`config.mk`:
```
export PLATFORM = sky130hd
export DESIGN_NAME = dcache_line_buffer
export DESIGN_NICKNAME = d
export VERILOG_FILES = /design/src/common/dcache_pkg.sv /design/src/dcache/dcache_line_buffer.sv
export SDC_FILE = /design/constraint.sdc
export NUM_CORES = 1
export LEC_CHECK = 0
export ABC_CLOCK_PERIOD_IN_PS = 5800
export BUFFER_PORTS_ARGS = -buffer_cell sky130_fd_sc_hd__buf_2
export CAP_MARGIN = 5
export CORE_AREA = 3 3 225 227
export DETAILED_ROUTE_END_ITERATION = 6
export DIE_AREA = 0 0 228 230
export GPL_ROUTABILITY_DRIVEN = 0
export GPL_TIMING_DRIVEN = 0
export PLACE_DENSITY_LB_ADDON = 0.1
export SYNTH_ARGS = -nofsm -noshare
export SYNTH_HDL_FRONTEND = slang
export SYNTH_SLANG_ARGS = --single-unit
```
`constraint.sdc`:
```
create_clock -name clk -period 5.8 [get_ports clk]
set_input_delay 0.58 -clock clk [delete_from_list [all_inputs] [get_ports clk]]
set_output_delay 0.58 -clock clk [all_outputs]
set_load 0.1 [all_outputs]
```
`src/common/dcache_pkg.sv`:
```
`default_nettype none

package dcache_pkg;

	////////////////////////////// geometry
	localparam int NUM_WAYS = 4; // ways per set.
	localparam int NUM_SETS = 8; // sets, indexed by addr[7:5].
	localparam int WORDS_PER_LINE = 8; // 32-byte line.
	localparam logic [7:0] BURST_LEN = 8'd7; // len field, eight beats.

	////////////////////////////// widths
	typedef logic [23:0] tag_t; // addr[31:8].
	typedef logic [2:0] index_t; // addr[7:5].
	typedef logic [2:0] word_sel_t; // addr[4:2].
	typedef logic [31:0] word_t;
	typedef logic [3:0] strb_t; // one bit per byte.
	typedef logic [255:0] line_t; // word 0 in the low bits.
	typedef logic [NUM_WAYS-1:0] way_mask_t; // one-hot.
	typedef logic [1:0] order_t; // 0 newest, 3 next victim.
	typedef order_t [NUM_WAYS-1:0] set_order_t; // ranks of one set.

	// controller states.
	typedef enum logic [2:0] {
		idle, // waiting for a cpu request.
		evict_req, // write-back request out.
		evict_send, // write-back beats out.
		fill_req, // refill request out.
		fill_recv, // refill beats in.
		fill_write, // refilled line into the way.
		respond // read word held for the cpu.
	} cache_state_t;

	typedef struct packed {
		logic write; // 1 for a store.
		logic [31:0] addr; // word aligned.
		word_t wdata;
		strb_t wstrb;
	} cpu_req_t;

	typedef struct packed {
		logic hit;
		way_mask_t way; // hit way, else the victim.
		logic victim_dirty; // dirty bit of that way.
		tag_t victim_tag; // tag held by the victim way.
		line_t line; // data of the selected way.
	} lookup_t;

endpackage

`default_nettype wire

```
`src/dcache/dcache_line_buffer.sv`:
```
`default_nettype none

module dcache_line_buffer (
	input  logic clk,
	input  logic buf_load, // victim line in, counter to beat 0.
	input  dcache_pkg::line_t load_line,
	input  logic buf_shift, // one refill beat.
	input  dcache_pkg::word_t shift_word,
	input  logic buf_send, // one write-back beat accepted.
	output dcache_pkg::line_t line,
	output dcache_pkg::word_t send_word,
	output logic beat_last
);
	import dcache_pkg::*;

	word_sel_t beat_cnt; // word now on the write bus.

	////////////////////////////// data
	always_ff @(posedge clk) begin
		if (buf_load)
			line <= load_line;
		else if (buf_shift)
			line <= {shift_word, line[$bits(line_t) - 1:32]}; // first beat ends in word 0.
	end

	////////////////////////////// beat count
	always_ff @(posedge clk) begin
		if (buf_load)
			beat_cnt <= '0;
		else if (buf_send)
			beat_cnt <= beat_cnt + 3'd1; // wraps after the eighth beat.
	end

	assign send_word = line[{beat_cnt, 5'd0} +: 32];
	assign beat_last = (beat_cnt == word_sel_t'(WORDS_PER_LINE - 1));

endmodule

`default_nettype wire

```
==> metrics.md <==
| Metric | Value |
|---|---|
| Outcome | complete, no violations |
| Required time worst endpoint | 5.22 ns |
| Htree depth | 2 |
| Top FF cell, synth | edfxtp_1 |
| Via Count | roughly 9000 |
| Library cells used by synthesis | 16 |
| Hold Startpoint | load_line[57] |
| Internal | between 4 and 5 mW |
| Longest Clk Path Bufs | 3 |
| Non-filler instance count after layout | 1982 |
| Clock Latency Late Sink | 0.53 ns |
| Share of power burned in registers | between 30% and 40% |
| Setup violators final | 0 |
| Most used cell along the critical path | buf_2 |
| Grt total ovfl | 0 |
| Slew Limit Headroom | 38.8% |
| Synth Net Count | 961 |
| Starting Density | a little over a quarter |
| M1 GR Usage | between 20% and 30% |
| CP cell instances | buf_2 -> buf_1 -> mux4_2 -> mux2_2 -> buf_2 |
| Slowest stage delay, CP | a little over 0.7 ns |
| Largest net degree at the start of global routing | 60 |
| Max-cap check violation count | 0 |
| GR Layer Usage met3 | 6.23% |
| Top cells by count, synth | mux2_2, edfxtp_1, mux4_2 |
| Net switching power | about 3.2 mW |
| DP Cell Count | around 1900 |
| Avg Inst Size Synth | between 15 and 20 sq um |
| CP Buf/Inv Count | 3 |
| Top-count cell post-synth | mux2_2 |
| Max Slew Vio Count | 0 |
| Worst Setup End Kind | primary output |
| Overall Power | about 7.3 mW |
| Minimum clock period after layout | approximately 3.6 ns |
| Layout cell share with drive strength beyond 1 | approximately three quarters |
| Top Family by Delay on Critical Path | buffers and inverters |
| Worst r2r src | beat_cnt[2] |
| First-pass GRT wire length | 73300 um |
| Residual DRC | 0 |
| Period utilization | 61.9% |
| NumNets Final | between 1500 and 2000 |
| Share of the synthesized area in the top cell type | between 50% and 60% |
| Root Buffer | clkbuf_16 |
| Average wire per standard cell | 26.4 um |
| Final core occ | between 30% and 40% |
| Hold buffer count at cts | 0 |
| EDFF count, synth | about 260 |
| Register bit count reported by yosys | around 260 |
| Overall routing resource usage | approximately a fifth |
| Area leader, netlist | edfxtp_1 |
| Sw Share | 43.9% |
| Combinational group share of total power | between 30% and 40% |
| TNS Setup | 0 ns |
| Total setup buffers inserted after CTS | 0 |
| Initial antenna violation count | 16 |
| Top post-synthesis cells by area | edfxtp_1, mux2_2, mux4_2 |
| Die H | between 200 and 250 um |
| CP Launch Type | register |
| Row count | just over 80 |
| Synth-to-Final Area Change | 38.1% |
| TritonRoute pass-1 iters | 4 |
| Max rail drop VDD | between 0.15 and 0.2 mV |
| Critical-path cell with the highest stage delay | buf_1 |
| Number of global-route vias before repair | between 9000 and 10000 |
| Die X | between 200 and 250 um |
| Worst Clk Skew | slightly above 0.01 ns |
| Type of the worst setup path | reg2out |
| Num ports | roughly 580 |
| Iter 0 DRT Violations | 354 |
| Synthesis Warnings | 0 |
| ANT nets after route | 0 |
| Crit. Startpoint | beat_cnt[1] |
| Sequential area share after synthesis | 60.2% |
| Clk pwr share | roughly 28% |
| Hpwl dp | around 40000 um |
| Crit path DAT | about 3 ns |
| Fraction of registers with async set or reset after synthesis | 0% |
| Die area | approximately 52000 sq um |
| Cell Pwr Density | just over 400 nW/um^2 |
| I/O Buffers | 579 |
| TritonCTS Sinks | ~260 |
| Cells after Synth | between 600 and 700 |
| Final Hold Viols | 0 |
| RSZ-0062 raised after global routing | false |
| Worst-path clk slew | about 0.060 ns |
| CTS Buf Count | 34 |
| Area of the core | between 40000 and 50000 sq um |
| Least-Margin Pin Slew | 0.918 ns |
| M2 GR Usage | approximately a third |
| Post_cts resized | 0 |
| Routed WL | roughly 52000 um |
| TritonCTS clock tree | yes |
| Most used routing layer | met2 |
| Highest clock rate | 278 MHz |
| Hold Path Class | in2reg |
| Leakage | 7.25 nW |
| Crit Path Max Fanout | 10 |
| Synthesized area | between 10000 and 15000 sq um |
| Via density | 4.60 |
-- state kept, by name (all words and copies together), names as in the netlist --
signal    count
line        256
beat_cnt      3
-- through the flow --
step | cell area (sq um) | hold WS (ns) | setup WS [ns]
after floorplan | 12900 | 0.584 | 0.929
after global placement | 16600 | 0.575 | -2.10
after detailed placement | 16700 | 0.585 | 1.77
after CTS | 17800 | 0.304 | 2.07
after global routing | 17800 | 0.325 | 2.03
final | 17800 | 0.347 | 2.21
-- worst paths after layout --
path / end / slack, ns / depth (start not counted)
max: send_word[23] / 2.21 / 5
min: line[57] / 0.35 / 2
max reg2reg: beat_cnt[2] / 4.00 / 4
min reg2reg: line[144] / 0.59 / 1
-- routing by layer --
layer	vias to the layer above	wire length, um
met2	336	26700
met3	67	3930
li1	4048	-
met1	4655	20600
met5	-	63
met4	10	989
-- power by group through the flow --
| stage | Sequential (mW) | Clock [mW] | Combinational (mW) |
|---|---|---|---|
| after global routing | 2.51 | 2.17 | 2.84 |
| after detailed placement | 2.52 | 0 | 2.79 |
| final | 2.48 | 2.04 | 2.77 |
| after floorplan | 3.90 | 0 | 0.826 |
| after global placement | 2.53 | 0 | 2.78 |
| after CTS | 2.48 | 2.10 | 2.79 |
-- cells by family (layout without fill, tap and decap cells) --
kind of cell  Yosys count  after routing  share of synthesized area, %
xor+xnor                1              1                        0.0680
fa+ha+maj               2              2                         0.194
buf+inv                47            689                          2.17
flops                 259            259                          60.2
mux                   354            354                          37.3
other cells             0              9                             0
simple gates            4              4                         0.136
-- cell type report --
cell class                      count  area [sq um]
Clock buffer                       45           956
Buffer                             47           279
Fill cell                        4852         31100
Multi-Input combinational cell    361          4850
Antenna cell                        9          22.5
Sequential cell                   259          7750
Tap cell                          664           831
Timing Repair Buffer              583          3010
Clock inverter                     14          88.8
-- layout by cell type (no fill, tap or decap) --
cell type   netlist  final
buf_1             4      4
buf_12            2      2
buf_16            0      4
buf_2            26    605
buf_6             2      2
buf_8             2      2
bufinv_16         0      1
clkbuf_1         11     19
clkbuf_16         0     37
clkinv_1          0      7
clkinv_2          0      5
clkinvlp_4        0      1
dfxtp_1           3      3
diode_2           0      9
edfxtp_1        256    256
ha_1              2      2
mux2_2          288    288
mux2i_1           2      2
mux4_1           25     25
mux4_2           39     39
nor2_1            3      3
or2_4             0      1
xnor2_1           1      1
Power figures use the tool's default switching activity.
