`config.mk`:
```
export PLATFORM = sky130hd
export DESIGN_NAME = dcache_recency
export DESIGN_NICKNAME = d
export VERILOG_FILES = /design/src/common/dcache_pkg.sv /design/src/dcache/dcache_recency.sv
export SDC_FILE = /design/constraint.sdc
export NUM_CORES = 1
export LEC_CHECK = 0
export ABC_AREA = 1
export BUFFER_PORTS_ARGS = -buffer_cell sky130_fd_sc_hd__buf_2
export CAP_MARGIN = 20
export CORE_MARGIN = 4
export CORE_UTILIZATION = 62
export DETAILED_ROUTE_END_ITERATION = 6
export PLACE_DENSITY = 0.77
export SLEW_MARGIN = 15
export SYNTH_ARGS = -nofsm -noshare
export SYNTH_HDL_FRONTEND = slang
export SYNTH_SLANG_ARGS = --single-unit
```
`constraint.sdc`:
```
create_clock -name clk -period 3.12 [get_ports clk]
set_clock_uncertainty 0.05 [all_clocks]
set_input_delay 0.312 -clock clk [delete_from_list [all_inputs] [get_ports clk]]
set_output_delay 0.312 -clock clk [all_outputs]
set_load 0.02 [all_outputs]
```
`src/common/dcache_pkg.sv`:
```
`default_nettype none

package dcache_pkg;

	////////////////////////////// geometry
	localparam int NUM_WAYS = 4; // ways per set.
	localparam int NUM_SETS = 8; // sets, indexed by addr[7:5].
	localparam int WORDS_PER_LINE = 8; // 32-byte line.
	localparam logic [7:0] BURST_LEN = 8'd7; // len field, eight beats.

	////////////////////////////// widths
	typedef logic [23:0] tag_t; // addr[31:8].
	typedef logic [2:0] index_t; // addr[7:5].
	typedef logic [2:0] word_sel_t; // addr[4:2].
	typedef logic [31:0] word_t;
	typedef logic [3:0] strb_t; // one bit per byte.
	typedef logic [255:0] line_t; // word 0 in the low bits.
	typedef logic [NUM_WAYS-1:0] way_mask_t; // one-hot.
	typedef logic [1:0] order_t; // 0 newest, 3 next victim.
	typedef order_t [NUM_WAYS-1:0] set_order_t; // ranks of one set.

	// controller states.
	typedef enum logic [2:0] {
		idle, // waiting for a cpu request.
		evict_req, // write-back request out.
		evict_send, // write-back beats out.
		fill_req, // refill request out.
		fill_recv, // refill beats in.
		fill_write, // refilled line into the way.
		respond // read word held for the cpu.
	} cache_state_t;

	typedef struct packed {
		logic write; // 1 for a store.
		logic [31:0] addr; // word aligned.
		word_t wdata;
		strb_t wstrb;
	} cpu_req_t;

	typedef struct packed {
		logic hit;
		way_mask_t way; // hit way, else the victim.
		logic victim_dirty; // dirty bit of that way.
		tag_t victim_tag; // tag held by the victim way.
		line_t line; // data of the selected way.
	} lookup_t;

endpackage

`default_nettype wire

```
`src/dcache/dcache_recency.sv`:
```
`default_nettype none

module dcache_recency (
	input  logic clk,
	input  logic rst,
	input  dcache_pkg::index_t index,
	input  logic touch, // one per accepted request.
	input  dcache_pkg::way_mask_t way, // one-hot, hit way or victim.
	output dcache_pkg::way_mask_t victim
);
	import dcache_pkg::*;

	set_order_t [NUM_SETS-1:0] order_q; // ranks of all sets.
	set_order_t cur; // ranks of the addressed set.
	set_order_t upd; // ranks after the touch.
	order_t old_rank; // rank of the touched way before the touch.

	assign cur = order_q[index];

	// lowest-numbered way at rank 3 is evicted.
	always_comb begin
		victim = '0;
		for (int w = NUM_WAYS - 1; w >= 0; w--) begin
			if (cur[w] == 2'd3)
				victim = way_mask_t'(1) << w; // lower ways overwrite higher ones.
		end
	end

	always_comb begin
		old_rank = '0;
		for (int w = 0; w < NUM_WAYS; w++) begin
			if (way[w])
				old_rank = cur[w];
		end
	end

	////////////////////////////// update
	// touched way becomes newest, ways newer than it age by one.
	always_comb begin
		for (int w = 0; w < NUM_WAYS; w++) begin
			if (way[w])
				upd[w] = 2'd0;
			else if (cur[w] < old_rank)
				upd[w] = cur[w] + 2'd1;
			else
				upd[w] = cur[w]; // older ways keep their rank.
		end
	end

	always_ff @(posedge clk) begin
		if (rst)
			order_q <= '1; // every rank starts at 3.
		else if (touch)
			order_q[index] <= upd;
	end

endmodule

`default_nettype wire

```
==> results_dict.tcl <==
set metrics [dict create \
    post_drt_wl_per_cell_um 16.38 \
    post-route-util_pct 70.39 \
    max_slew.worst_pin.slew_ns 0.5534 \
    ios 14 \
    synth-edff-count 0 \
    setup.worst_path.end "order_q[20]" \
    cts_inserted_buffers 9 \
    drive_above_1_share_pct 20.44 \
    antenna_left 0 \
    r2r-start "order_q[49]" \
    io_buffers 13 \
    rsz0062_at_grt "false" \
    ys_async_sr_fraction_pct 0 \
    clock_latency_ns 0.35 \
    hpwlAfterDp_um 6478 \
    fp-row-count 27 \
    critPathLaunchType "flop" \
    min_path_type "in -> reg" \
    critPathCaptureType "flop" \
    drcViolationCount 0 \
    top_register "order_q" \
    cts.path.max_buffers 2 \
    grt_overflow_total 0 \
    hold_viol 0 \
    ys_types 34 \
    cts-root-buf "clkbuf_8" \
    start_util_pct 63.72 \
    ys.flop_type "dfxtp_1" \
    postCtsResizedCells 0 \
    grt_max_degree 65 \
    antenna_cells 0 \
    crit_family "compound AO/OA/AOI/OAI gates" \
    core_area_um2 5473 \
    worstSetupStartpoint "order_q[49]" \
    final.period_utilization_pct 88.60 \
    p_leak_nw 1.634 \
    maxSlewViolCount 0 \
    die_w_um 83.00 \
    path_buf_inv 2 \
    max_slew_margin_pct 63.07 \
    synth_cells 486 \
    p_per_area_nw_per_um2 529.5 \
    clock_sinks 64 \
    htree_levels 3 \
    post-cts-setup-buffers 0 \
    cts_tree "built" \
    cts_hold_repair.buffers 0 \
    dieArea_um2 6888 \
    area_delta_synth_final_pct 10.48 \
    period_needed_ns 2.764 \
    largestRegisters "order_q: 64 flops" \
    status "complete, no violations" \
    clk_pin_slew_worst_paths_ns 0.07 \
    nets 518 \
    crit_fanout 8 \
    ys_ff_latch 64 \
    syn_nets 504 \
    grt_pass1_wl_um 15150 \
    synth.cell_area_um2 3487 \
    reg2reg_depth 13 \
    yosysWarnings 0 \
    grt_pass1_vias 3053 \
    cp_slowest_stage_delay_ns 0.35 \
    max-vdd-ir-drop_mv 0.4074 \
    ys_seq_area_share_pct 36.74 \
    viasPerCell 6.057 \
    drt_iter0_drc 416 \
    maxCapViolCount 0 \
    slowest_stage "ha_1" \
    crit_arrival_ns 2.94 \
    r2r_end "order_q[20]" \
    avgSynthCellArea_um2 7.175 \
    worstPathRequired_ns 3.29 \
    critical_path_class "reg -> reg" \
    cp.depth 13 \
    crit_chain "or2_2 -> o211ai_1 -> nand3_1 -> nor2_1 -> inv_1 -> a22oi_1 -> o21ai_0 -> o21ai_0 -> ha_1 -> o31ai_1 -> inv_1 -> nand2_8 -> o21ai_2" \
    max_clock_freq_mhz 361.8 \
    finalSetupViolations 0 \
    fin_tns_setup_ns 0 \
    largest_reg_flops 64 \
    antenna_found_initial 0 \
    firstDrtPassIters 6 \
    vias 3489 \
    routed_wl_um 9432 \
    gp_congestion 0.9421 \
    r2r_slack_ns 0.36 \
    grtUsageTotal_pct 27.55 \
    die_h_um 83.00 \
]
==> cell usage after synthesis, types with 3 or more instances <==
| library cell | instances | share of area (%) |
|---|---|---|
| inv_2 | 8 | 0.86 |
| ha_1 | 8 | 2.9 |
| a21oi_1 | 67 | 9.6 |
| o211ai_1 | 4 | 0.86 |
| nand2_2 | 15 | 2.7 |
| or2_2 | 3 | 0.54 |
| dfxtp_1 | 64 | 37 |
| nand2_4 | 5 | 1.6 |
| nor2_1 | 29 | 3.1 |
| nand2_1 | 98 | 11 |
| nand3_1 | 23 | 3.3 |
| o21ai_2 | 25 | 6.3 |
| o21ai_0 | 9 | 1.3 |
| clkbuf_1 | 15 | 1.6 |
| o21ai_1 | 3 | 0.43 |
| inv_1 | 45 | 4.8 |
| o31ai_1 | 4 | 0.86 |
| buf_2 | 5 | 0.72 |
| clkinv_1 | 4 | 0.43 |
| nand4_1 | 32 | 5.7 |
| nand3_2 | 3 | 0.86 |
==> cell usage in the layout, fill, tap and decap left out, drive strengths merged <==
cell type,n
clkbuf,12
ha,8
inv,53
bufinv,1
nor4b,1
nand3,26
nand2,119
nor2,33
nand4,32
o211ai,4
buf,24
and3,2
a22oi,1
a22o,1
or2,4
clkinv,5
o32ai,1
clkinvlp,1
o22ai,2
o31ai,4
a21oi,67
nand3b,2
dfxtp,64
o21ai,37
==> layout make-up <==
cell class                      count  area [um2]
Fill cell                         489        1620
Clock buffer                       12       145.1
Clock inverter                      3       42.54
Timing Repair Buffer               24       172.7
Sequential cell                    64        1281
Multi-Input combinational cell    344        1907
Tap cell                           72       90.09
Inverter                           57       214.0
==> tightest hold or removal path: cells and delay by family <==
kind	cells	cell delay [ns]
buffers and inverters	1	0.31
AO/OA/AOI/OAI	2	0.14
==> through the flow <==
step                instances  instance area, um2  hold slack (ns)  total power, mW  worst slack [ns]
finish                    576                3852           0.3935            2.040            0.3558
global route              576                3852           0.4083            2.128            0.2375
CTS                       575                3832           0.3905            2.029            0.4212
detailed placement        560                3645           0.3984            1.339            0.1035
global placement          560                3645           0.3959            1.331            0.1774
floorplan                 486                3487           0.3834            1.220            0.5130
==> routing by layer <==
metal | vias to the layer above | routed length (um) | global-route usage [%] | part of all wire, %
li1 | 1672 | - | - | -
met1 | 1615 | 4107 | 37.29 | 44
met2 | 177 | 4265 | 42.13 | 45
met3 | 25 | 842 | 5.655 | 8.9
met4 | 0 | 216 | 12.63 | 2.3
met5 | - | 0 | 0 | 0
==> worst min-delay path by stage <==
stage	endpoint	start	depth (start not counted)
finish	order_q[48]	rst	3
floorplan	order_q[21]	order_q[21]	2
CTS	order_q[9]	way[0]	5
detailed placement	order_q[19]	order_q[19]	2
global placement	order_q[45]	order_q[45]	2
global route	order_q[50]	rst	3
==> report_power, final <==
part           internal (mW)  switching (mW)  leakage [nW]
logic                  0.139           0.336          1.02
registers              0.848          0.0154         0.523
clock network          0.386           0.316        0.0925
==> cells by family after synthesis <==
group	after synthesis	share of synthesized area, %
adders and majority gates	8	2.871
AOI/OAI and AO/OA	117	20.42
buffers and inverters	78	8.575
DFF	64	36.74
and+or+nand+nor	219	31.40
No activity file was read; power rests on OpenSTA's default activity.
