[src/common/dcache_pkg.sv]
`default_nettype none

package dcache_pkg;

	////////////////////////////// geometry
	localparam int NUM_WAYS = 4; // ways per set.
	localparam int NUM_SETS = 8; // sets, indexed by addr[7:5].
	localparam int WORDS_PER_LINE = 8; // 32-byte line.
	localparam logic [7:0] BURST_LEN = 8'd7; // len field, eight beats.

	////////////////////////////// widths
	typedef logic [23:0] tag_t; // addr[31:8].
	typedef logic [2:0] index_t; // addr[7:5].
	typedef logic [2:0] word_sel_t; // addr[4:2].
	typedef logic [31:0] word_t;
	typedef logic [3:0] strb_t; // one bit per byte.
	typedef logic [255:0] line_t; // word 0 in the low bits.
	typedef logic [NUM_WAYS-1:0] way_mask_t; // one-hot.
	typedef logic [1:0] order_t; // 0 newest, 3 next victim.
	typedef order_t [NUM_WAYS-1:0] set_order_t; // ranks of one set.

	// controller states.
	typedef enum logic [2:0] {
		idle, // waiting for a cpu request.
		evict_req, // write-back request out.
		evict_send, // write-back beats out.
		fill_req, // refill request out.
		fill_recv, // refill beats in.
		fill_write, // refilled line into the way.
		respond // read word held for the cpu.
	} cache_state_t;

	typedef struct packed {
		logic write; // 1 for a store.
		logic [31:0] addr; // word aligned.
		word_t wdata;
		strb_t wstrb;
	} cpu_req_t;

	typedef struct packed {
		logic hit;
		way_mask_t way; // hit way, else the victim.
		logic victim_dirty; // dirty bit of that way.
		tag_t victim_tag; // tag held by the victim way.
		line_t line; // data of the selected way.
	} lookup_t;

endpackage

`default_nettype wire

[src/dcache/dcache_ctrl.sv]
`default_nettype none

module dcache_ctrl (
	input  logic clk,
	input  logic rst,
	input  logic req_valid,
	input  dcache_pkg::cpu_req_t req,
	output logic req_ready,
	output logic rsp_valid,
	output dcache_pkg::word_t rsp_data,
	input  logic rsp_ready,
	output logic rd_req_valid,
	output logic rd_rsp_ready,
	input  logic rd_rsp_valid,
	input  logic rd_rsp_last,
	input  logic rd_req_ready,
	output logic wr_req_valid,
	input  logic wr_req_ready,
	input  logic wr_data_ready,
	output logic wr_data_valid,
	input  logic beat_last,
	output dcache_pkg::index_t index,
	output dcache_pkg::tag_t tag,
	output dcache_pkg::way_mask_t wen,
	output dcache_pkg::line_t wline,
	output logic set_dirty,
	output logic clear_dirty,
	output logic touch,
	input  dcache_pkg::lookup_t result,
	output logic buf_load,
	output logic buf_shift,
	output logic buf_send,
	input  dcache_pkg::line_t buf_line,
	output logic [31:0] rd_req_addr,
	output logic [31:0] wr_req_addr
);
	import dcache_pkg::*;

	cache_state_t state, state_next;
	cpu_req_t req_q; // request held during a miss.
	cpu_req_t cur; // live request in idle, held one otherwise.
	way_mask_t vic_way_q; // way chosen at accept time.
	tag_t vic_tag_q;
	word_t rsp_q;
	word_sel_t sel;
	line_t base_line; // hit line or refilled line.
	logic accept;

	// byte-wise merge of one word into a line.
	function automatic line_t merge_word(line_t line, word_sel_t ws, word_t wdata, strb_t wstrb);
		line_t merged;
		merged = line;
		for (int b = 0; b < 4; b++) begin
			if (wstrb[b])
				merged[int'(ws) * 32 + b * 8 +: 8] = wdata[b * 8 +: 8];
		end
		return merged;
	endfunction

	////////////////////////////// request path
	assign req_ready = (state == idle);
	assign accept = req_valid && req_ready;
	assign cur = (state == idle) ? req : req_q;
	assign tag = cur.addr[31:8];
	assign index = cur.addr[7:5];
	assign sel = cur.addr[4:2];
	assign base_line = (state == idle) ? result.line : buf_line;
	assign touch = accept; // ranks move once per request.

	// reads merge with a zero strobe and keep the line as it is.
	assign wline = merge_word(base_line, sel, cur.wdata, cur.write ? cur.wstrb : 4'b0000);

	always_comb begin
		if (accept && result.hit && req.write)
			wen = result.way; // write hit, same cycle.
		else if (state == fill_write)
			wen = vic_way_q; // refill into the saved victim.
		else
			wen = '0;
	end

	assign set_dirty = (|wen) && cur.write;
	assign clear_dirty = (|wen) && !cur.write;

	////////////////////////////// fsm
	always_comb begin
		state_next = state;
		case (state)
			idle: begin
				if (req_valid) begin
					if (!result.hit)
						state_next = result.victim_dirty ? evict_req : fill_req;
					else if (!req.write)
						state_next = respond; // write hits stay in idle.
				end
			end
			evict_req: if (wr_req_ready) state_next = evict_send;
			evict_send: if (wr_data_ready && beat_last) state_next = fill_req;
			fill_req: if (rd_req_ready) state_next = fill_recv;
			fill_recv: if (rd_rsp_valid && rd_rsp_last) state_next = fill_write;
			fill_write: state_next = cur.write ? idle : respond;
			respond: if (rsp_ready) state_next = idle;
			default: state_next = idle;
		endcase
	end

	always_ff @(posedge clk) begin
		if (rst)
			state <= idle;
		else
			state <= state_next;
	end

	always_ff @(posedge clk) begin
		if (accept) begin
			req_q <= req;
			vic_way_q <= result.way; // ranks change at this edge.
			vic_tag_q <= result.victim_tag;
		end
		if (state_next == respond && state != respond)
			rsp_q <= base_line[{sel, 5'd0} +: 32]; // read word for the cpu.
	end

	////////////////////////////// outputs
	assign rsp_valid = (state == respond);
	assign rsp_data = rsp_q;
	assign buf_load = accept && !result.hit && result.victim_dirty; // victim line to buffer.
	assign buf_shift = (state == fill_recv) && rd_rsp_valid;
	assign buf_send = (state == evict_send) && wr_data_ready;
	assign rd_req_valid = (state == fill_req);
	assign rd_rsp_ready = (state == fill_recv);
	assign wr_req_valid = (state == evict_req);
	assign wr_data_valid = (state == evict_send);
	assign rd_req_addr = {req_q.addr[31:5], 5'd0}; // line aligned.
	assign wr_req_addr = {vic_tag_q, req_q.addr[7:5], 5'd0};

endmodule

`default_nettype wire

[config.mk]
export PLATFORM = sky130hd
export DESIGN_NAME = dcache_ctrl
export DESIGN_NICKNAME = d
export VERILOG_FILES = /design/src/common/dcache_pkg.sv /design/src/dcache/dcache_ctrl.sv
export SDC_FILE = /design/constraint.sdc
export NUM_CORES = 1
export LEC_CHECK = 0
export BUFFER_PORTS_ARGS = -buffer_cell sky130_fd_sc_hd__buf_4
export CORE_AREA = 2 2 400 402
export CTS_BUF_LIST = sky130_fd_sc_hd__clkbuf_4 sky130_fd_sc_hd__clkbuf_8
export DETAILED_ROUTE_END_ITERATION = 12
export DIE_AREA = 0 0 402 404
export PLACE_DENSITY = 0.35
export SYNTH_ARGS = -nofsm -noshare
export SYNTH_HDL_FRONTEND = slang
export SYNTH_SLANG_ARGS = --single-unit
[constraint.sdc]
create_clock -name clk -period 9.3 [get_ports clk]
set_input_delay 2.79 -clock clk [delete_from_list [all_inputs] [get_ports clk]]
set_output_delay 2.79 -clock clk [all_outputs]
set_load 0.02 [all_outputs]
==> results.md, run 1 <==
• finished clean — run status
• 5.95 ns — arrival time at the worst endpoint
• 404 um — Die H
• 166 mm — Final Routed Wirelength
• 0 — post-cts hold buffer count
• 0.12 ns — clk slew on worst S/H paths
• 8 — largest fanout of any net on the critical path
• 0.237 — worst slew margin relative to its limit
• 16,600 um^2 — netlist area before placement
• 0.940 — final worst path period share
• 0 ns — Post-Route Setup TNS
• 0.00269 W — net switching power
• 2 — Clock Path Buffers
• 57 — number of antenna violations at the first check in global routing
• 6 — Pre-Repair DR Iteration Count
• 0 — final setup violation count
• 0.0377 ns — Layout Skew
• 0.715 — Comb power frac
• nand4_2 — cell with the largest stage delay on the worst path
• 26,500 um^2 — Post-Place Cell Area
• 9 — number of logic stages on the critical path including buffering
• edfxtp_1 — commonest register cell after synthesis
• 0.126 — clock group share of total power
• 0 — Synth Warn #
• 0 — remaining routing DRC violations
• reg2reg — class of the tightest hold or removal check
• 0.196 — total track usage
• 114 MHz — maximum achievable frequency
• clkbuf_8, or4b_2, and2_1, ha_1, ha_1, nor2_1, nand4_2, mux2i_1, buf_4 — cells traversed along the worst timing path
• 130 — synthesized flop and latch total
• 3.98 — mean number of vias per cell
• 1,590 — Mapped Cells
• 0 — Post-DRT Antenna Nets
• 7 — number of cells on the worst reg-to-reg path
• 0.135 mV — worst vdd rail ir drop
• 0 — total overflow reported by the global router
• in2out — category of the critical setup timing path
• 11,800 um^2 — Multi-input gate area
• 0.234 — sequential cell area fraction in the yosys report
• 35.9 um — routed wire length per instance
• 1.12 ns — transition time at the pin with the least slew margin
• 62.7% — layout overhead on the synthesized area
• 0.159 — Sequential Power Share
• 17,900 — FILL cells
• 18,400 — routed via count
• 17 — CTS Buf Count
• 0.171 — utilization after layout
• 0 — Max Transition Viols Final
• ha_1 — CP most frequent cell
• 1,016 — number of I/O pins
• 26,900 um^2 — final non-filler cell area
• 0 — share of synthesized flip-flops with an asynchronous set or reset
• 1,378 — number of DRC markers after the initial detailed-route iteration
• 0.902 ns — worst hold slack after final layout
• 8.74 ns — final critical-path required period
• 129 — largest net degree at the start of global routing
• 0.553 — switching share of total power
• 2 — number of instances on the worst hold path
• 3,145 — number of nets at the end of the flow
• 0 — post-CTS setup buffer count
• 0.430 — share of Yosys cell area claimed by the top area cell type
• 4,623 — post-layout instance count excluding filler cells
• clkbuf_8 — root buffer cell
• 6.51 ns — worst endpoint required time
• 3880 um^2 — area of all sequential standard cells
• 0 — # resized after CTS
• 12.2 nW — static leakage
• simple AND/OR/NAND/NOR gates — Largest delay share family, worst path
• 1,003 — number of port buffers
• 10.4 um^2 — synthesized area per cell
• 180 nW/um^2 — areal power density over the cells
• 0 — number of violations of the max-capacitance limit
• yes — clock tree from TritonCTS
• 0.105 — initial standard-cell utilization of the core
• 162,000 um^2 — floorplan die area
• input port — Startpoint Class
• 158,000 um^2 — standard cell core area
• 207 mm — first-pass GRT wire length
• 0.65 ns — clock latency on the worst-skew pair
• mux2i_1 — biggest area consumer among synthesized cells
• 2 — number of buffer and inverter stages on the critical path
• false — RSZ-0062 raised after global routing
• 62 — Yosys cell types
• primary output — critical path endpoint category
• 0.64 ns — largest stage delay on the critical path
• 0.500 — fraction of layout instances using a drive strength above 1
• 18,900 — number of global-route vias before repair
• 0.00217 W — internal power
• 4,572 — placed insts
• 0 — Final Hold Viols
• 4 — H-tree depth
• 130 — Sink Count
• 5.29 ns — Reg2Reg Setup Slack
• 146 — number of placement rows
• 0.899 — gp weighted congestion
• 127 — EDFF count, synth
• 138 mm — post-detailed-placement half-perimeter wirelength
• mux2i_1 43%, edfxtp_1 23%, mux4_2 7.8%, nand2_1 5.0%, nor3_4 2.4% — largest cells by area after synthesis
• 402 um — x dimension of the die
## kinds of logic after synthesis
logic type,synth area share
other,0.000226
DFF,0.234
adders and majority gates,0.00378
and+or+nand+nor,0.107
buffers and inverters,0.0568
AOI/OAI and AO/OA,0.0657
muxes,0.533
## sequential cells by signal (all words and copies together), names as in the netlist
register,flops
rd_req_addr,27
req_q,40
rsp_data,32
state,3
vic_tag_q,24
vic_way_q,4
## worst reg2reg max path, cell delays in order, from the launching register on
cell and delay [ns]:
dfxtp_2 0.70, buf_4 0.40, or3_4 0.44, clkinv_16 0.38, nand2_1 0.46, o211ai_1 0.19
a2111oi_2 0.23, buf_4 0.75
## power by group through the flow
stage	Combinational [W]	Sequential, W	Clock, W
after global routing	0.00362	0.000778	0.000668
after detailed placement	0.00354	0.000785	0
after CTS	0.00355	0.000772	0.000665
after global placement	0.00355	0.000784	0
final	0.00348	0.000772	0.000614
after floorplan	0.00172	0.000794	0
## per-stage QoR
stage,setup slack [ns],total power [W]
6_report,0.557,0.00486
5_1_grt,0.348,0.00507
3_3_place_gp,0.418,0.00433
3_5_place_dp,0.465,0.00433
4_1_cts,0.450,0.00499
2_1_floorplan,0.391,0.00252
## worst paths after layout
path / endpoint / startpoint
setup / recovery: wline[228] / req[39]
hold / removal: state[0]$_SDFF_PP0_ / state[1]$_SDFF_PP0_
hold reg to reg: state[0]$_SDFF_PP0_ / state[1]$_SDFF_PP0_
setup reg to reg: rsp_data[22]$_DFFE_PP_ / state[1]$_SDFF_PP0_
## synthesized netlist by cell type (3+ instances only)
master,n
nor3_1,11
and2_1,4
buf_6,3
or4b_2,8
nand2_1,222
buf_2,61
edfxtp_1,127
nor3b_1,6
nor2_1,12
buf_4,42
nand4_2,4
ha_1,5
mux2i_2,3
mux2i_1,711
o21ai_0,19
nand3_1,5
o2111ai_2,3
nand2b_1,4
nor3_4,24
o211ai_1,6
a31o_2,8
nor2b_1,4
o31a_1,4
o22ai_1,44
o221ai_1,17
o21ai_2,4
dfxtp_1,3
or3_1,3
mux4_2,57
buf_1,17
mux2_2,32
inv_1,4
a21oi_1,22
o31ai_1,8
nand4_1,3
a22o_1,4
clkbuf_1,45
## metal layers
metal / wire length (um) / GRT usage
met3: 10900 / 0.0527
met4: 1940 / 0.0340
met1: 69100 / 0.240
met2: 84000 / 0.345
met5: 240 / 0
## final cells by class
cell class | count | share of cell area
clock inverters | 15 | 0.00590
inverters | 7 | 0.00232
well taps | 2072 | 0.0962
clock buffers | 17 | 0.00868
repair buffers | 1070 | 0.302
flip-flops and latches | 130 | 0.144
multi-input cells | 1293 | 0.440
diodes | 19 | 0.00176
## cells in the final DEF, fill, tap and decap left out, drive strengths merged, types with 9 or more instances in the layout
cell type	n
or4b	9
clkbuf	18
o221ai	17
edfxtp	127
buf	1069
o22ai	44
a21oi	22
inv	16
mux2i	715
o31ai	9
mux4	57
o21ai	23
nand2	223
mux2	32
conb	10
diode	19
nor2	13
nor3	35
Note: power is estimated with default switching activity, not from simulation.
==> run 2: changes to the inputs <==
==> config.mk (replaced) <==
export PLATFORM = sky130hd
export DESIGN_NAME = dcache_ctrl
export DESIGN_NICKNAME = d
export VERILOG_FILES = /design/src/common/dcache_pkg.sv /design/src/dcache/dcache_ctrl.sv
export SDC_FILE = /design/constraint.sdc
export NUM_CORES = 1
export LEC_CHECK = 0
export CORE_AREA = 2 2 396 398
export CTS_BUF_LIST = sky130_fd_sc_hd__clkbuf_4 sky130_fd_sc_hd__clkbuf_8
export DETAILED_ROUTE_END_ITERATION = 12
export DIE_AREA = 0 0 398 400
export DONT_BUFFER_PORTS = 1
export PLACE_DENSITY = 0.3
export SYNTH_ARGS = -nofsm -noshare
export SYNTH_HDL_FRONTEND = slang
export SYNTH_SLANG_ARGS = --single-unit
==> run 2 against run 1 <==
  * The run now ends with setup timing left
  * Global-route usage shrank 1.2 points
  * Via count shrank 15%
  * Core utilization shrank 3.4 points
  * Worst setup slack lost 0.62 ns
  * Die area shrank 2.0%
  * Critical endpoint is now wline[134]
==> results.md, run 2 (synthesis gave the netlist of run 1 again) <==
• finished, violations left — run status
• setup timing — violations in the final reports
• yes — clock tree from TritonCTS
• 17 — CTS Buf Count, unchanged
• 16,400 — number of global-route vias before repair, -13%
• 0 — total overflow reported by the global router, unchanged
• 1.01 ns — worst hold slack after final layout, +0.104 ns
• 153 mm — Final Routed Wirelength, -7.7%
• 1,186 — number of DRC markers after the initial detailed-route iteration, -14%
• 6.51 ns — worst endpoint required time, about the same
• 0 — number of port buffers, -100%
• 2,362 — number of nets at the end of the flow, -25%
• 7 — number of cells on the worst reg-to-reg path, unchanged
• 0.66 ns — largest stage delay on the critical path, +0.02 ns
• 15,700 — routed via count, -15%
• 0.143 mV — worst vdd rail ir drop, +5.9%
• 2 — Clock Path Buffers, unchanged
• 0.67 ns — clock latency on the worst-skew pair, +0.02 ns
• 1.01 — final worst path period share, +0.0666
• 0.184 — total track usage, -0.0121
• 27.8% — layout overhead on the synthesized area
• 0 — post-cts hold buffer count, unchanged
• 0.107 — initial standard-cell utilization of the core, +0.00184
• 8.44 nW — static leakage, -31%
• 39.8 um — routed wire length per instance, +11%
• 9.36 ns — final critical-path required period, +0.620 ns
• 0.00439 W — total power consumption of the routed design, -9.8%
• 398 um — x dimension of the die, -1.0%
• 0.136 — utilization after layout, -0.0343
• 1,016 — number of I/O pins, unchanged
• 5 — final setup violation count, +5
• req[39] — beginning of the critical path
• 1.30 ns — transition time at the pin with the least slew margin, +0.178 ns
• 11,900 um^2 — Multi-input gate area, about the same
• 4.07 — mean number of vias per cell, +2.2%
• 708 x mux2i_1, 276 x buf_4, 222 x nand2_1 — leading cell types in the layout, fill and taps excluded
• ha_1 — CP most frequent cell
• in2out — category of the critical setup timing path
• -0.0623 ns — min setup slack post-route, -0.620 ns
• 17,600 — FILL cells, -1.9%
• 130 — Sink Count, unchanged
• 207 nW/um^2 — areal power density over the cells, +15%
• 163 — largest net degree at the start of global routing, +26%
• 0 — Post-DRT Antenna Nets, unchanged
• 0 — Final Hold Viols, unchanged
• 116 — largest fanout of any net on the critical path, +108
• state[1]$_SDFF_PP0_ — hold path startpoint
• 400 um — Die H, -0.99%
• reg2reg — class of the tightest hold or removal check
• 5 — Pre-Repair DR Iteration Count, -1
• 4.70 ns — Reg2Reg Setup Slack, -0.59 ns
• wline[134] — destination of the critical timing path
• 107 MHz — maximum achievable frequency, -6.6%
• mux2i_1 — most frequent standard cell in the layout excluding fill and tap cells
• req_q[33]$_DFFE_PN_ — FF-to-FF End
• 0.133 — worst slew margin relative to its limit, -0.104
• 0 — remaining routing DRC violations, unchanged
• 0.0497 ns — Layout Skew, +0.0120 ns
• 0.12 ns — clk slew on worst S/H paths, about the same
• 188 mm — first-pass GRT wire length, -9.0%
• 0 — Max Transition Viols Final, unchanged
• input port — Startpoint Class
• or4b_2, and2_1, ha_1, ha_1, nor2b_1, o2111ai_2, mux2i_1, buf_4 — cells traversed along the worst timing path
• 4 — H-tree depth, unchanged
• req_q — Top reg by flops
• 3880 um^2 — area of all sequential standard cells, unchanged
• 155,000 um^2 — standard cell core area, -1.7%
• 40 — flip-flop count of the largest register after layout, unchanged
• or4b_2 — cell with the largest stage delay on the worst path
• 6.57 ns — arrival time at the worst endpoint, +0.62 ns
• 159,000 um^2 — floorplan die area, -2.0%
• 126 mm — post-detailed-placement half-perimeter wirelength, -8.8%
• 145 — number of placement rows, -0.68%
• 39 — number of antenna violations at the first check in global routing, -32%
• 0.277 — fraction of layout instances using a drive strength above 1, -0.224
• 0 — post-CTS setup buffer count, unchanged
• 0 — number of violations of the max-capacitance limit, unchanged
• false — RSZ-0062 raised after global routing
• 0.863 — gp weighted congestion, -4.0%
• 0 — # resized after CTS, unchanged
• state[1]$_SDFF_PP0_ — startpoint of the worst-slack reg-to-reg timing path
• primary output — critical path endpoint category
• clkbuf_8 — root buffer cell
run 2: changes by cell type in the layout (fill, tap and decap cells not counted), sizes merged:
cell and delta:
buf -782, diode +25, inv +2, clkbuf -1, clkinv -1, clkinvlp -1
run 2: worst max-delay path, delay by kind of cell:
family                     cells  cell delay (ns)
and+or+nand+nor                3             1.12
adders and majority gates      2             0.70
muxes                          1             0.55
AOI/OAI and AO/OA              1             0.60
buffers and inverters          1             0.22
run 2: final cells by class:
cell class                      count  share of cell area
Clock inverter                     15             0.00722
Clock buffer                       17              0.0111
Antenna cell                       44             0.00520
Multi-Input combinational cell   1293               0.560
Tap cell                         2058               0.122
Inverter                            7             0.00296
Timing Repair Buffer              287               0.108
Sequential cell                   130               0.183
run 2: worst min path at each step:
| stage | endpoint | cells after the start |
|---|---|---|
| finish | state[0]$_SDFF_PP0_ | 3 |
| global route | state[0]$_SDFF_PP0_ | 3 |
| detailed placement | state[0]$_SDFF_PP0_ | 3 |
| CTS | state[0]$_SDFF_PP0_ | 3 |
| floorplan | state[1]$_SDFF_PP0_ | 4 |
| global placement | state[0]$_SDFF_PP0_ | 3 |
run 2: through the flow:
step / setup slack [ns] / TNS [ns] / instance area, um^2 / instances
after floorplan: 0.391 / 0 / 16600 / 1599
after global placement: 0.443 / 0 / 20700 / 3775
after detailed placement: 0.455 / 0 / 20700 / 3775
after CTS: 0.442 / 0 / 21000 / 3807
after global routing: 0.153 / 0 / 21100 / 3826
final: -0.0623 / -0.169 / 21200 / 3851
run 2: per-layer routing:
layer	global-route usage	vias to the layer above	wire (um)
li1	-	6439	-
met2	0.318	839	75800
met1	0.215	8199	60100
met3	0.0540	172	11800
met4	0.0666	16	5590
met5	0	-	105
run 2: report_power, final:
part,switching (W),internal [W],total (W)
sequential,0.0000764,0.000737,0.000813
clock,0.000407,0.000202,0.000609
combinational,0.00200,0.000967,0.00296
